## config.mk

```make
export PLATFORM = sky130hd
export DESIGN_NAME = perfCounterUnit
export DESIGN_NICKNAME = d
export VERILOG_FILES = /design/src/source/perfEventPkg.sv /design/src/source/perfRegPkg.sv /design/src/source/eventLaneCount.sv /design/src/source/counterIncrMonitor.sv /design/src/source/counterIncr.sv /design/src/source/perfRegAccess.sv /design/src/source/perfCounterUnit.sv
export VERILOG_INCLUDE_DIRS = /design/src /design/src/source
export SDC_FILE = /design/constraint.sdc
export NUM_CORES = 1
export LEC_CHECK = 0
export BUFFER_PORTS_ARGS = -buffer_cell sky130_fd_sc_hd__buf_2
export CAP_MARGIN = 20
export CORE_ASPECT_RATIO = 1.4
export CORE_MARGIN = 2
export CORE_UTILIZATION = 30
export CTS_CLUSTER_SIZE = 40
export DETAILED_ROUTE_END_ITERATION = 8
export MAX_ROUTING_LAYER = met4
export PLACE_DENSITY = 0.57
export SYNTH_ARGS = -nofsm -noshare
export SYNTH_HDL_FRONTEND = slang
export SYNTH_HIERARCHICAL = 1
export SYNTH_SLANG_ARGS = --single-unit
```

## constraint.sdc

```tcl
create_clock -name clk -period 4.9 [get_ports clk]
set_clock_uncertainty 0.05 [all_clocks]
set_input_delay 0.735 -clock clk [delete_from_list [all_inputs] [get_ports clk]]
set_output_delay 0.735 -clock clk [all_outputs]
set_load 0.01 [all_outputs]
```

## src/source/perfCounter_defs.svh

```systemverilog
// ==========================================================
// Sizes shared by the counter unit, its packages and bench
// The widths must hold PERF_MAX_VALUE and PERF_MAX_INCR
// A counter count above 4 needs a wider status word
// ==========================================================

`ifndef PERF_COUNTER_DEFS_SVH
`define PERF_COUNTER_DEFS_SVH

// Number of counters in the unit
`define PERF_NUM_COUNTERS 4
// Event lanes feeding each counter
`define PERF_NUM_LANES 3

// Largest count before wrap or saturation
`define PERF_MAX_VALUE 1000
`define PERF_VALUE_WIDTH 10

// Largest increment per cycle, one per raised lane
`define PERF_MAX_INCR 3
`define PERF_INCR_WIDTH 2

// Register data word
`define PERF_REG_WIDTH 16
// Counters 2 and 3 saturate, counters 0 and 1 wrap
`define PERF_SATURATE_MASK 4'b1100

`endif

```

## src/source/perfEventPkg.sv

```systemverilog
// ==========================================================
// Types for event lanes, increments and counter values
// Sizes come from the shared defines header
// ==========================================================

package perfEventPkg;

  `include "perfCounter_defs.svh"

  // Raised lanes of one counter in one cycle
  // Bit i is lane 3k+i of the top level events bus
  typedef logic [`PERF_NUM_LANES-1:0] laneVec;

  // Per cycle increment
  // Zero means no event for the counter
  typedef logic [`PERF_INCR_WIDTH-1:0] incrT;

  // Counter value
  // Never above PERF_MAX_VALUE in normal operation
  typedef logic [`PERF_VALUE_WIDTH-1:0] countT;

endpackage

```

## src/source/perfRegPkg.sv

```systemverilog
// ==========================================================
// Register map of the counter unit
// One 16 bit word read either as a count or as status
// Reserved and spare bits read as zero
// ==========================================================

package perfRegPkg;

  `include "perfCounter_defs.svh"

  import perfEventPkg::*;

  // Register addresses
  // COUNTk reads or presets counter k
  typedef enum logic [2:0] {
    COUNT0 = 3'd0,
    COUNT1 = 3'd1,
    COUNT2 = 3'd2,
    COUNT3 = 3'd3,
    STATUS = 3'd4
  } regAddrT;

  // Register word with two decodings
  typedef union packed {
    // Count register layout
    struct packed {
      logic [`PERF_REG_WIDTH-`PERF_VALUE_WIDTH-1:0] reserved;
      countT                                       count;
    } countView;
    // Status register layout
    struct packed {
      logic [3:0]                    reserved;
      // Saturating counters sitting at the maximum
      logic [`PERF_NUM_COUNTERS-1:0] saturatedNow;
      logic [3:0]                    spare;
      // Sticky overflow flags, write one to clear
      logic [`PERF_NUM_COUNTERS-1:0] sticky;
    } statusView;
  } regWordT;

endpackage

```

## src/source/eventLaneCount.sv

```systemverilog
// ==========================================================
// Registers the event lanes and counts raised lanes
// One cycle of latency from events to incr
// Events cannot be stalled
// ==========================================================

`timescale 1ns/1ns

`include "perfCounter_defs.svh"

module eventLaneCount
  import perfEventPkg::*;
(
  input  logic                                         clk,
  input  logic                                         rst,
  input  logic [`PERF_NUM_COUNTERS*`PERF_NUM_LANES-1:0] events,
  output incrT                                         incr [`PERF_NUM_COUNTERS],
  output logic [`PERF_NUM_COUNTERS-1:0]                incrValid
);

  // Lanes captured at the previous edge
  logic [`PERF_NUM_COUNTERS*`PERF_NUM_LANES-1:0] eventsQ;

  // Population count of one counter's lanes
  function automatic incrT countLanes(input laneVec lanes);
    incrT total;
    total = '0;
    for (int i = 0; i < `PERF_NUM_LANES; i++) begin
      total = total + incrT'(lanes[i]);
    end
    return total;
  endfunction

  // Cleared so no increment appears right after reset
  always_ff @(posedge clk) begin
    if (rst) begin
      eventsQ <= '0;
    end else begin
      eventsQ <= events;
    end
  end

  for (genvar k = 0; k < `PERF_NUM_COUNTERS; k++) begin : genLane
    // Lanes 3k to 3k+2 belong to counter k
    assign incr[k] = countLanes(eventsQ[k*`PERF_NUM_LANES +: `PERF_NUM_LANES]);
    assign incrValid[k] = (incr[k] != '0);

    // Increment follows the lanes sampled one edge earlier
    incrMatchA: assert property (@(posedge clk) disable iff (rst)
      !$past(rst) |->
        incr[k] == $countones($past(events[k*`PERF_NUM_LANES +: `PERF_NUM_LANES])))
      else $error("increment of counter %0d does not match its lanes", k);
  end

endmodule

```

## src/source/counterIncrMonitor.sv

```systemverilog
// ==========================================================
// Reference model and checks for one counter
// Must see the same parameter as the counter it watches
// Assertions are disabled while rst is high
// ==========================================================

`timescale 1ns/1ns

`include "perfCounter_defs.svh"

module counterIncrMonitor
  import perfEventPkg::*;
#(
  parameter bit enableSaturate = 1'b0
) (
  input logic  clk,
  input logic  rst,
  input logic  reinit,
  input countT initialValue,
  input logic  incrValid,
  input incrT  incr,
  input countT value,
  input countT valueNext
);

  countT modelCount;
  incrT  modelStep;

  // Overflow rule in plain integer arithmetic
  function automatic countT applyRule(input countT base, input incrT step);
    int unsigned total;
    total = base + step;
    if (total <= `PERF_MAX_VALUE) begin
      return countT'(total);
    end
    if (enableSaturate) begin
      return countT'(`PERF_MAX_VALUE);
    end
    return countT'(total - `PERF_MAX_VALUE - 1);
  endfunction

  assign modelStep = incrValid ? incr : '0;

  // Model tracks the counter from reset onwards
  always_ff @(posedge clk) begin
    if (rst) begin
      modelCount <= '0;
    end else if (reinit) begin
      modelCount <= applyRule(initialValue, modelStep);
    end else begin
      modelCount <= applyRule(modelCount, modelStep);
    end
  end

  // Counter agrees with the model every cycle
  valueMatchA: assert property (@(posedge clk) disable iff (rst)
    value == modelCount)
    else $error("counter value %0d differs from model %0d", value, modelCount);

  valueRangeA: assert property (@(posedge clk) disable iff (rst)
    value <= `PERF_MAX_VALUE)
    else $error("counter value %0d above maximum", value);

  // Idle cycle keeps the value
  holdA: assert property (@(posedge clk) disable iff (rst)
    !(incrValid || reinit) |-> valueNext == value)
    else $error("valueNext moved without increment or preset");

  // Next value offered with an increment follows the overflow rule
  nextA: assert property (@(posedge clk) disable iff (rst)
    incrValid |=> $past(valueNext) == modelCount)
    else $error("valueNext after increment differs from model");

  // Legal inputs from the lane counter and the register port
  initLegalA: assert property (@(posedge clk) disable iff (rst)
    reinit |-> initialValue <= `PERF_MAX_VALUE)
    else $error("preset value %0d above maximum", initialValue);

  incrLegalA: assert property (@(posedge clk) disable iff (rst)
    incrValid |-> (incr <= `PERF_MAX_INCR) && (incr != '0))
    else $error("illegal increment %0d", incr);

  // Preset in the same cycle as an event
  reinitAndIncrC: cover property (@(posedge clk) disable iff (rst)
    reinit && incrValid);

endmodule

```

## src/source/counterIncr.sv

```systemverilog
// ==========================================================
// One incrementing counter with preset and overflow rule
// enableSaturate selects saturation instead of wrap
// Preset and increment in one cycle apply both
// ==========================================================

`timescale 1ns/1ns

`include "perfCounter_defs.svh"

module counterIncr
  import perfEventPkg::*;
#(
  parameter bit enableSaturate = 1'b0
) (
  input  logic  clk,
  input  logic  rst,
  input  logic  reinit,
  input  countT initialValue,
  input  logic  incrValid,
  input  incrT  incr,
  output countT value,
  output countT valueNext,
  output logic  overflow
);

  // Maximum with one guard bit for the sum
  localparam logic [`PERF_VALUE_WIDTH:0] maxWide = `PERF_MAX_VALUE;

  countT                      base;
  incrT                       step;
  logic [`PERF_VALUE_WIDTH:0] sum;
  logic [`PERF_VALUE_WIDTH:0] wrapped;
  logic                       hit;

  always_comb begin
    // Preset replaces the current value as the base
    base = reinit ? initialValue : value;
    step = incrValid ? incr : '0;
    sum = {1'b0, base} + {{(`PERF_VALUE_WIDTH+1-`PERF_INCR_WIDTH){1'b0}}, step};
    hit = (sum > maxWide);
    // Wrap goes past the maximum back through zero
    wrapped = sum - maxWide - 1'b1;
    if (!hit) begin
      valueNext = sum[`PERF_VALUE_WIDTH-1:0];
    end else if (enableSaturate) begin
      valueNext = maxWide[`PERF_VALUE_WIDTH-1:0];
    end else begin
      valueNext = wrapped[`PERF_VALUE_WIDTH-1:0];
    end
  end

  // Count register plus a one cycle overflow pulse
  always_ff @(posedge clk) begin
    if (rst) begin
      value    <= '0;
      overflow <= 1'b0;
    end else begin
      value    <= valueNext;
      overflow <= hit;
    end
  end

  // Reference model with checks on this counter
  counterIncrMonitor #(
    .enableSaturate(enableSaturate)
  ) uMonitor (
    .clk         (clk),
    .rst         (rst),
    .reinit      (reinit),
    .initialValue(initialValue),
    .incrValid   (incrValid),
    .incr        (incr),
    .value       (value),
    .valueNext   (valueNext)
  );

endmodule

```

## src/source/perfRegAccess.sv

```systemverilog
// ==========================================================
// Four phase req/ack register slave for the counters
// Master holds addr, write and wdata until ack
// rdata is valid only while ack is high
// ==========================================================

`timescale 1ns/1ns

`include "perfCounter_defs.svh"

module perfRegAccess
  import perfEventPkg::*;
  import perfRegPkg::*;
(
  input  logic                          clk,
  input  logic                          rst,
  input  logic                          req,
  input  logic                          write,
  input  regAddrT                       addr,
  input  regWordT                       wdata,
  output logic                          ack,
  output regWordT                       rdata,
  input  countT                         value [`PERF_NUM_COUNTERS],
  input  logic [`PERF_NUM_COUNTERS-1:0] overflow,
  output logic [`PERF_NUM_COUNTERS-1:0] reinit,
  output countT                         initialValue
);

  localparam logic [`PERF_NUM_COUNTERS-1:0] saturateMask = `PERF_SATURATE_MASK;

  logic                          start;
  logic                          presetAccess;
  logic                          clearAccess;
  logic [`PERF_NUM_COUNTERS-1:0] sticky;
  logic [`PERF_NUM_COUNTERS-1:0] saturatedNow;
  regWordT                       readWord;

  // New request seen with ack still low
  assign start        = req && !ack;
  assign presetAccess = start && write && (addr != STATUS);
  assign clearAccess  = start && write && (addr == STATUS);

  // Preset lands on the edge where ack rises
  assign initialValue = presetAccess ? wdata.countView.count : '0;

  for (genvar k = 0; k < `PERF_NUM_COUNTERS; k++) begin : genCounter
    assign reinit[k] = presetAccess && (addr == regAddrT'(k));
    // Only saturating counters report sitting at the maximum
    assign saturatedNow[k] = saturateMask[k] && (value[k] == `PERF_MAX_VALUE);
  end

  // Read mux sees counter values before this edge's update
  always_comb begin
    readWord = '0;
    case (addr)
      COUNT0: readWord.countView.count = value[0];
      COUNT1: readWord.countView.count = value[1];
      COUNT2: readWord.countView.count = value[2];
      COUNT3: readWord.countView.count = value[3];
      STATUS: begin
        readWord.statusView.saturatedNow = saturatedNow;
        readWord.statusView.sticky       = sticky;
      end
      default: readWord = '0;
    endcase
  end

  // Handshake state
  // ack holds while req stays high so nothing repeats
  always_ff @(posedge clk) begin
    if (rst) begin
      ack <= 1'b0;
    end else if (start) begin
      ack <= 1'b1;
    end else if (!req) begin
      ack <= 1'b0;
    end
  end

  // Read data captured with the access
  always_ff @(posedge clk) begin
    if (start) begin
      rdata <= readWord;
    end
  end

  // Sticky flags
  // A new overflow beats a clear in the same cycle
  always_ff @(posedge clk) begin
    if (rst) begin
      sticky <= '0;
    end else if (clearAccess) begin
      sticky <= (sticky & ~wdata.statusView.sticky) | overflow;
    end else begin
      sticky <= sticky | overflow;
    end
  end

  // Slave never releases ack ahead of the master
  ackFallA: assert property (@(posedge clk) disable iff (rst)
    $fell(ack) |-> !$past(req))
    else $error("ack dropped while req was still high");

  // At most one counter preset at a time
  reinitOneHotA: assert property (@(posedge clk) disable iff (rst)
    $onehot0(reinit))
    else $error("preset not one hot");

  // A preset lasts a single cycle
  reinitPulseA: assert property (@(posedge clk) disable iff (rst)
    (reinit != '0) |=> (reinit == '0))
    else $error("preset longer than one cycle");

endmodule

```

## src/source/perfCounterUnit.sv

```systemverilog
// ==========================================================
// Performance event counter unit, top level
// Four counters, three event lanes each
// Counters 0 and 1 wrap, counters 2 and 3 saturate
// ==========================================================

`timescale 1ns/1ns

`include "perfCounter_defs.svh"

module perfCounterUnit
  import perfEventPkg::*;
  import perfRegPkg::*;
(
  input  logic                                         clk,
  input  logic                                         rst,
  input  logic [`PERF_NUM_COUNTERS*`PERF_NUM_LANES-1:0] events,
  input  logic                                         req,
  input  logic                                         write,
  input  regAddrT                                      addr,
  input  regWordT                                      wdata,
  output logic                                         ack,
  output regWordT                                      rdata
);

  localparam logic [`PERF_NUM_COUNTERS-1:0] saturateMask = `PERF_SATURATE_MASK;

  incrT                          incr [`PERF_NUM_COUNTERS];
  logic [`PERF_NUM_COUNTERS-1:0] incrValid;
  logic [`PERF_NUM_COUNTERS-1:0] reinit;
  countT                         initialValue;
  countT                         value [`PERF_NUM_COUNTERS];
  logic [`PERF_NUM_COUNTERS-1:0] overflow;

  // Lane registers and per counter increments
  eventLaneCount uLaneCount (
    .clk      (clk),
    .rst      (rst),
    .events   (events),
    .incr     (incr),
    .incrValid(incrValid)
  );

  for (genvar k = 0; k < `PERF_NUM_COUNTERS; k++) begin : genCounter
    counterIncr #(
      .enableSaturate(saturateMask[k])
    ) uCounter (
      .clk         (clk),
      .rst         (rst),
      .reinit      (reinit[k]),
      .initialValue(initialValue),
      .incrValid   (incrValid[k]),
      .incr        (incr[k]),
      .value       (value[k]),
      .valueNext   (),
      .overflow    (overflow[k])
    );
  end

  // Register port
  perfRegAccess uRegAccess (
    .clk         (clk),
    .rst         (rst),
    .req         (req),
    .write       (write),
    .addr        (addr),
    .wdata       (wdata),
    .ack         (ack),
    .rdata       (rdata),
    .value       (value),
    .overflow    (overflow),
    .reinit      (reinit),
    .initialValue(initialValue)
  );

endmodule

```

Word level (Yosys, flattened, before mapping). Cells that the tools add are included.

Input bits: 35. Logic and storage cells: 82. Flip-flop bits (word level): 73. Output and inout port bits: 17.

Add/sub/neg operators: 16. Reduce and logical (&&, ||, !) cells: 16. Eq/ne operators: 8. Order comparisons: 4. Mux-type cells: 19. Bitwise logic cells: 4.

Operator list (number): $mux 10 (9); $add 10x2->11 (4); $gt 11x10->1 const B (4); $eq 10x10->1 const B (2); $pmux 4 s5 (1); $sub 10x1->10 const B (2); $sub 10x10->10 const B (2); $pmux 4 s4 (1); $add 1x1->2 (4); $add 2x1->2 (4); $logic_and 1x1->1 (8); $mux 2 (4); $or 4x4->4 (2); $pmux 2 s4 (1); $reduce_bool 2->1 (4); $eq 3x2->1 const B (2); $and 4x4->4 (1); $mux 4 (1); $not 4->4 (1); $reduce_or 2->1 (2); $eq 3x1->1 const B (1); $eq 3x3->1 const B (1); $logic_not 3->1 (1); $ne 3x3->1 const B (1); other kinds (3) (4).

Depth between registers and ports, before layout.
Depth after elaboration: 10. Gate-level depth with buffers: 17. Mapped depth without buffers: 14.

Cells and area by module. Netlist, hierarchy kept.

By module, submodules not included: counterIncr (genCounter[0].uCounter ...) (seq. area each 220.2 µm², cells an instance 142, instances 2, area each 1251.2 µm²); perfRegAccess (seq. area each 460.4 µm², cells an instance 107, instances 1, area each 1193.6 µm²); counterIncr (genCounter[2].uCounter) (seq. area each 220.2 µm², cells an instance 115, instances 1, area each 1013.5 µm²); counterIncr (genCounter[3].uCounter) (seq. area each 220.2 µm², cells an instance 116, instances 1, area each 1003.5 µm²); eventLaneCount (seq. area each 240.2 µm², cells an instance 33, instances 1, area each 471.7 µm²).

Worst setup path after synthesis. No wires, ideal clock.

Path kind: input-to-reg. From: input port req. To: register genCounter[1].uCounter.value[6]. Slack: -147 ps. Stages on the path: 16. Data required time: 4727 ps. Arrival time: 4874 ps. Path buffers: 3. Library setup time: 123 ps. Cells stage by stage: nor2b_1 > nand3b_1 > nor3_1 > buf_6 > buf_12 > mux2_2 > ha_1 > inv_1 > fa_1 > clkbuf_1 > o21ba_1 > a2111oi_4 > nor2_1 > o31a_4 > nor4b_4 > mux2_1.

Word-level cells in the longest chain between the ends: 9. Elaborated cells between the ends (all ways): 11. Classes of those cells: add/sub (3); order compare (1); mux (3); reduce/logical (4).

Ends and longest elaborated chain: start, declared (RTL line perfCounterUnit.sv:18) `input logic req,`; $logic_and 1x1->1 * (RTL line perfRegAccess.sv:39) `assign start = req && !ack;`; $logic_and 1x1->1 * (2 in series) (RTL line perfRegAccess.sv:40) `assign presetAccess = start && write && (addr != STATUS);`; $logic_and 1x1->1 * (RTL line perfRegAccess.sv:47) `assign reinit[k] = presetAccess && (addr == regAddrT'(k));`; via reinit[1] (RTL line perfCounterUnit.sv:30) `` logic [`PERF_NUM_COUNTERS-1:0] reinit; ``; $mux 10 * (RTL line counterIncr.sv:38) `base = reinit ? initialValue : value;`; $add 10x2->11 * (RTL line counterIncr.sv:40) `` sum = {1'b0, base} + {{(`PERF_VALUE_WIDTH+1-`PERF_INCR_WIDTH){1'b0}}, step}; ``; $sub 10x10->10 (RTL line counterIncr.sv:43) `wrapped = sum - maxWide - 1'b1;`; $sub 10x1->10 (RTL line counterIncr.sv:43); $mux 10 * (RTL line counterIncr.sv:44) `if (!hit) begin`; end signal, assigned (RTL line counterIncr.sv:59) `value <= valueNext;`; end, declared (RTL line counterIncr.sv:22) `output countT value,`.

Mark *: on every way through the listed nets, which the timed path passes. The rest lies on a longest branch. A chain may end at the register's enable or synchronous reset.

Final worst setup path.
From: input port addr[2]. To: register genCounter[0].uCounter.value[6].

Word-level cells in the longest chain between the ends: 8. Elaborated cells between the ends (all ways): 11. Classes of those cells: add/sub (3); order compare (1); eq/ne (1); mux (3); reduce/logical (3).

Ends and longest elaborated chain: start, declared (RTL line perfCounterUnit.sv:20) `input regAddrT addr,`; $ne 3x3->1 * (RTL line perfRegAccess.sv:40); $logic_and 1x1->1 * (RTL line perfRegAccess.sv:40); $mux 10 * (RTL line perfRegAccess.sv:44) `assign initialValue = presetAccess ? wdata.countView.count : '0;`; via initialValue[1] (RTL line perfCounterUnit.sv:31) `countT initialValue;`; $mux 10 * (RTL line counterIncr.sv:38); $add 10x2->11 * (RTL line counterIncr.sv:40); $sub 10x10->10 (RTL line counterIncr.sv:43); $sub 10x1->10 (RTL line counterIncr.sv:43); $mux 10 * (RTL line counterIncr.sv:44); end signal, assigned (RTL line counterIncr.sv:59); end, declared (RTL line counterIncr.sv:22).

Marked as above.

==> results.py <==
metrics = {
    "timing": {
        "max_freq_mhz": 236,
        "final_critical_path_time_including_i_o_delays_and_setup_ns": 4.24,
        "timing_worst_slew_pin_value_ns": 0.676,
        "relSlewSlack": 0.549,
        "fin_crit_sh": 0.866,
        "setup_tns_ns": 0,
        "setup_repair_after_global_routing_missed_its_margin": "no",
        "report.final.setup_viol": 0,
        "finalMaxSlewViolations": 0,
        "timing_hold_violations_final": 0,
    },
    "worst_setup_path": {
        "worstPathMaxFanout": 8,
        "timing.critical_path.to_type": "flip-flop",
        "worst_ep_required_time_ns": 5.08,
        "setup.worst_path.class": "in2reg",
        "reg2reg_depth": 13,
        "critPathLaunchType": "input pin",
        "critical_path_arrival_ns": 4.42,
    },
    "synthesis": {
        "warnings_synthesis": 6,
        "synthesis.area_sq_mm": 0.00596,
        "synthCells": 618,
        "synth_area_per_cell_sq_um": 9.65,
    },
    "placed_design": {
        "place.gp.congestion": 0.881,
        "post-dp-hpwl_mm": 12.4,
        "place.port_buffers": 41,
        "dp_cells": 901,
    },
    "power": {
        "power.total_mw": 1.60,
        "power_density_mw_per_mm2": 240,
        "irDropWorstVdd_mv": 0.163,
        "leakage_nw": 2.50,
    },
    "floorplan": {
        "std_cell_rows": 61,
        "die-area_sq_mm": 0.0210,
        "io-pin-count": 52,
        "core_area_sq_mm": 0.0197,
        "initial_core_util": 0.303,
        "die_h_um": 171,
        "die_width_um": 123,
    },
    "drt": {
        "vias_per_cell": 5.23,
        "route.detailed.drc": 0,
        "wl_per_cell_um": 17.4,
        "detail_route.first_pass.iterations": 4,
        "total_detailed_routing_wirelength_mm": 15.9,
        "route.vias.total": 4799,
        "initialDrtViolationCount": 372,
        "drt.antenna.violating_nets": 0,
    },
    "cells_and_area": {
        "fin_nets": 715,
        "total_area_of_sequential_cells_sq_mm": 0.00158,
        "finish.cell_count_without_fillers": 917,
        "number_of_fillers_in_the_final_layout": 2066,
        "multi_input_gate_area_sq_mm": 0.00404,
        "area_growth_pct": 12.1,
        "drive_above_1_share": 0.262,
        "num_antenna_cells": 0,
    },
    "clocking": {
        "cts_resized": 0,
        "cts_hold_repair.buffers": 0,
        "clk_root_buffer_cell": "sky130_fd_sc_hd__clkbuf_16",
        "cts-root-to-sink-buffers": 2,
        "clk_transition_reported_paths_ns": 0.06,
        "post_cts.repair.setup_buffers": 0,
        "clock_sinks": 73,
        "ctsHtreeMaxLevel": 3,
        "numCtsBuffers": 9,
        "tritoncts": "done",
        "clk_latency_ns": 0.34,
    },
    "grt": {
        "vias_in_the_first_global_route": 4651,
        "grt_start_max_net_pins": 29,
        "globalRouteTotalUtil": 0.162,
        "grt_antenna_before_repair": 0,
        "grt_overflow_total": 0,
        "grt_first_pass_wirelength_mm": 25.5,
    },
    "worst_hold_path": {
        "timing.hold.worst_path_depth": 2,
        "worst_hold_path_type": "reg2reg",
    },
    "job": {
        "drv.max_cap_violation_count": 0,
    },
    "status": {
        "status": "finished clean",
    },
}
[registers in the layout, indices dropped and copies added (netlist names)]
register / count
genCounter.uCounter/value: 40
uLaneCount/eventsQ: 12
uRegAccess/rdata: 12
genCounter.uCounter/overflow: 4
uRegAccess/sticky: 4
uRegAccess/ack: 1
[final timing paths]
kind	startpoint	to	slack (ns)
min reg2reg	genCounter[0].uCounter/overflow	uRegAccess/sticky[0]	0.43
max reg2reg	uRegAccess/ack	genCounter[0].uCounter/value[2]	0.88
max	addr[2]	genCounter[0].uCounter/value[6]	0.66
min	genCounter[0].uCounter/overflow	uRegAccess/sticky[0]	0.43
[routing by layer]
layer	share of wire	up-vias	track usage	routed length, um
met3	0.037	28	0.0233	596
met2	0.52	119	0.282	8250
met1	0.41	2276	0.188	6610
met4	0.029	0	0.0548	466
li1	-	2376	-	-
met5	0	-	-	0
[per-stage QoR]
stage | hold slack (ns) | util | instance area (sq um) | setup WS, ns
4_1_cts | 0.427 | 0.339 | 6680 | 0.676
3_3_place_gp | 0.407 | 0.323 | 6360 | 0.351
6_report | 0.425 | 0.339 | 6680 | 0.658
2_1_floorplan | 0.394 | - | 5980 | 0.183
5_1_grt | 0.459 | 0.339 | 6680 | 0.383
3_5_place_dp | 0.413 | 0.323 | 6360 | 0.333
[cells in the final DEF (no fill, tap or decap), types with 10 or more instances in the layout]
| cell | count |
|---|---|
| sky130_fd_sc_hd__dfxtp_1 | 61 |
| sky130_fd_sc_hd__nor2_1 | 44 |
| sky130_fd_sc_hd__buf_2 | 41 |
| sky130_fd_sc_hd__nand2_1 | 32 |
| sky130_fd_sc_hd__mux2i_1 | 31 |
| sky130_fd_sc_hd__o21ai_0 | 25 |
| sky130_fd_sc_hd__mux2_2 | 22 |
| sky130_fd_sc_hd__a21oi_1 | 22 |
| sky130_fd_sc_hd__inv_1 | 21 |
| sky130_fd_sc_hd__and2_1 | 19 |
| sky130_fd_sc_hd__buf_4 | 19 |
| sky130_fd_sc_hd__xnor2_1 | 16 |
| sky130_fd_sc_hd__nor3_1 | 14 |
| sky130_fd_sc_hd__nand3_1 | 13 |
| sky130_fd_sc_hd__nand3b_1 | 12 |
| sky130_fd_sc_hd__nor2b_1 | 12 |
| sky130_fd_sc_hd__ha_1 | 12 |
| sky130_fd_sc_hd__edfxtp_1 | 12 |
| sky130_fd_sc_hd__nand4_1 | 10 |
| sky130_fd_sc_hd__or2_2 | 10 |
[critical path, cell delays in order]
cell and delay [ns]:
sky130_fd_sc_hd__buf_2 0.14, sky130_fd_sc_hd__nor3b_4 0.28, sky130_fd_sc_hd__and3b_1 0.25, sky130_fd_sc_hd__and2_1 0.24
sky130_fd_sc_hd__mux2i_1 0.35, sky130_fd_sc_hd__inv_1 0.08, sky130_fd_sc_hd__ha_1 0.28, sky130_fd_sc_hd__a21oi_1 0.11
sky130_fd_sc_hd__nor2_1 0.49, sky130_fd_sc_hd__a31o_2 0.29, sky130_fd_sc_hd__nand4b_4 0.15, sky130_fd_sc_hd__o31a_4 0.37
sky130_fd_sc_hd__nor4b_4 0.29, sky130_fd_sc_hd__mux2_1 0.34
[power by group]
part | internal (mW) | switching [mW] | leakage [nW]
Sequential | 0.633 | 0.0163 | 0.617
Combinational | 0.102 | 0.138 | 1.72
Clock | 0.446 | 0.268 | 0.155
Total | 1.18 | 0.423 | 2.50
[final cells by class]
cell class,count,area share
clock buffers,9,0.0337
clock inverters,7,0.0142
inverters,21,0.0118
multi-input cells,495,0.604
flip-flops and latches,73,0.237
well taps,252,0.0472
repair buffers,60,0.0520
Note: power is estimated with default switching activity, not from simulation.
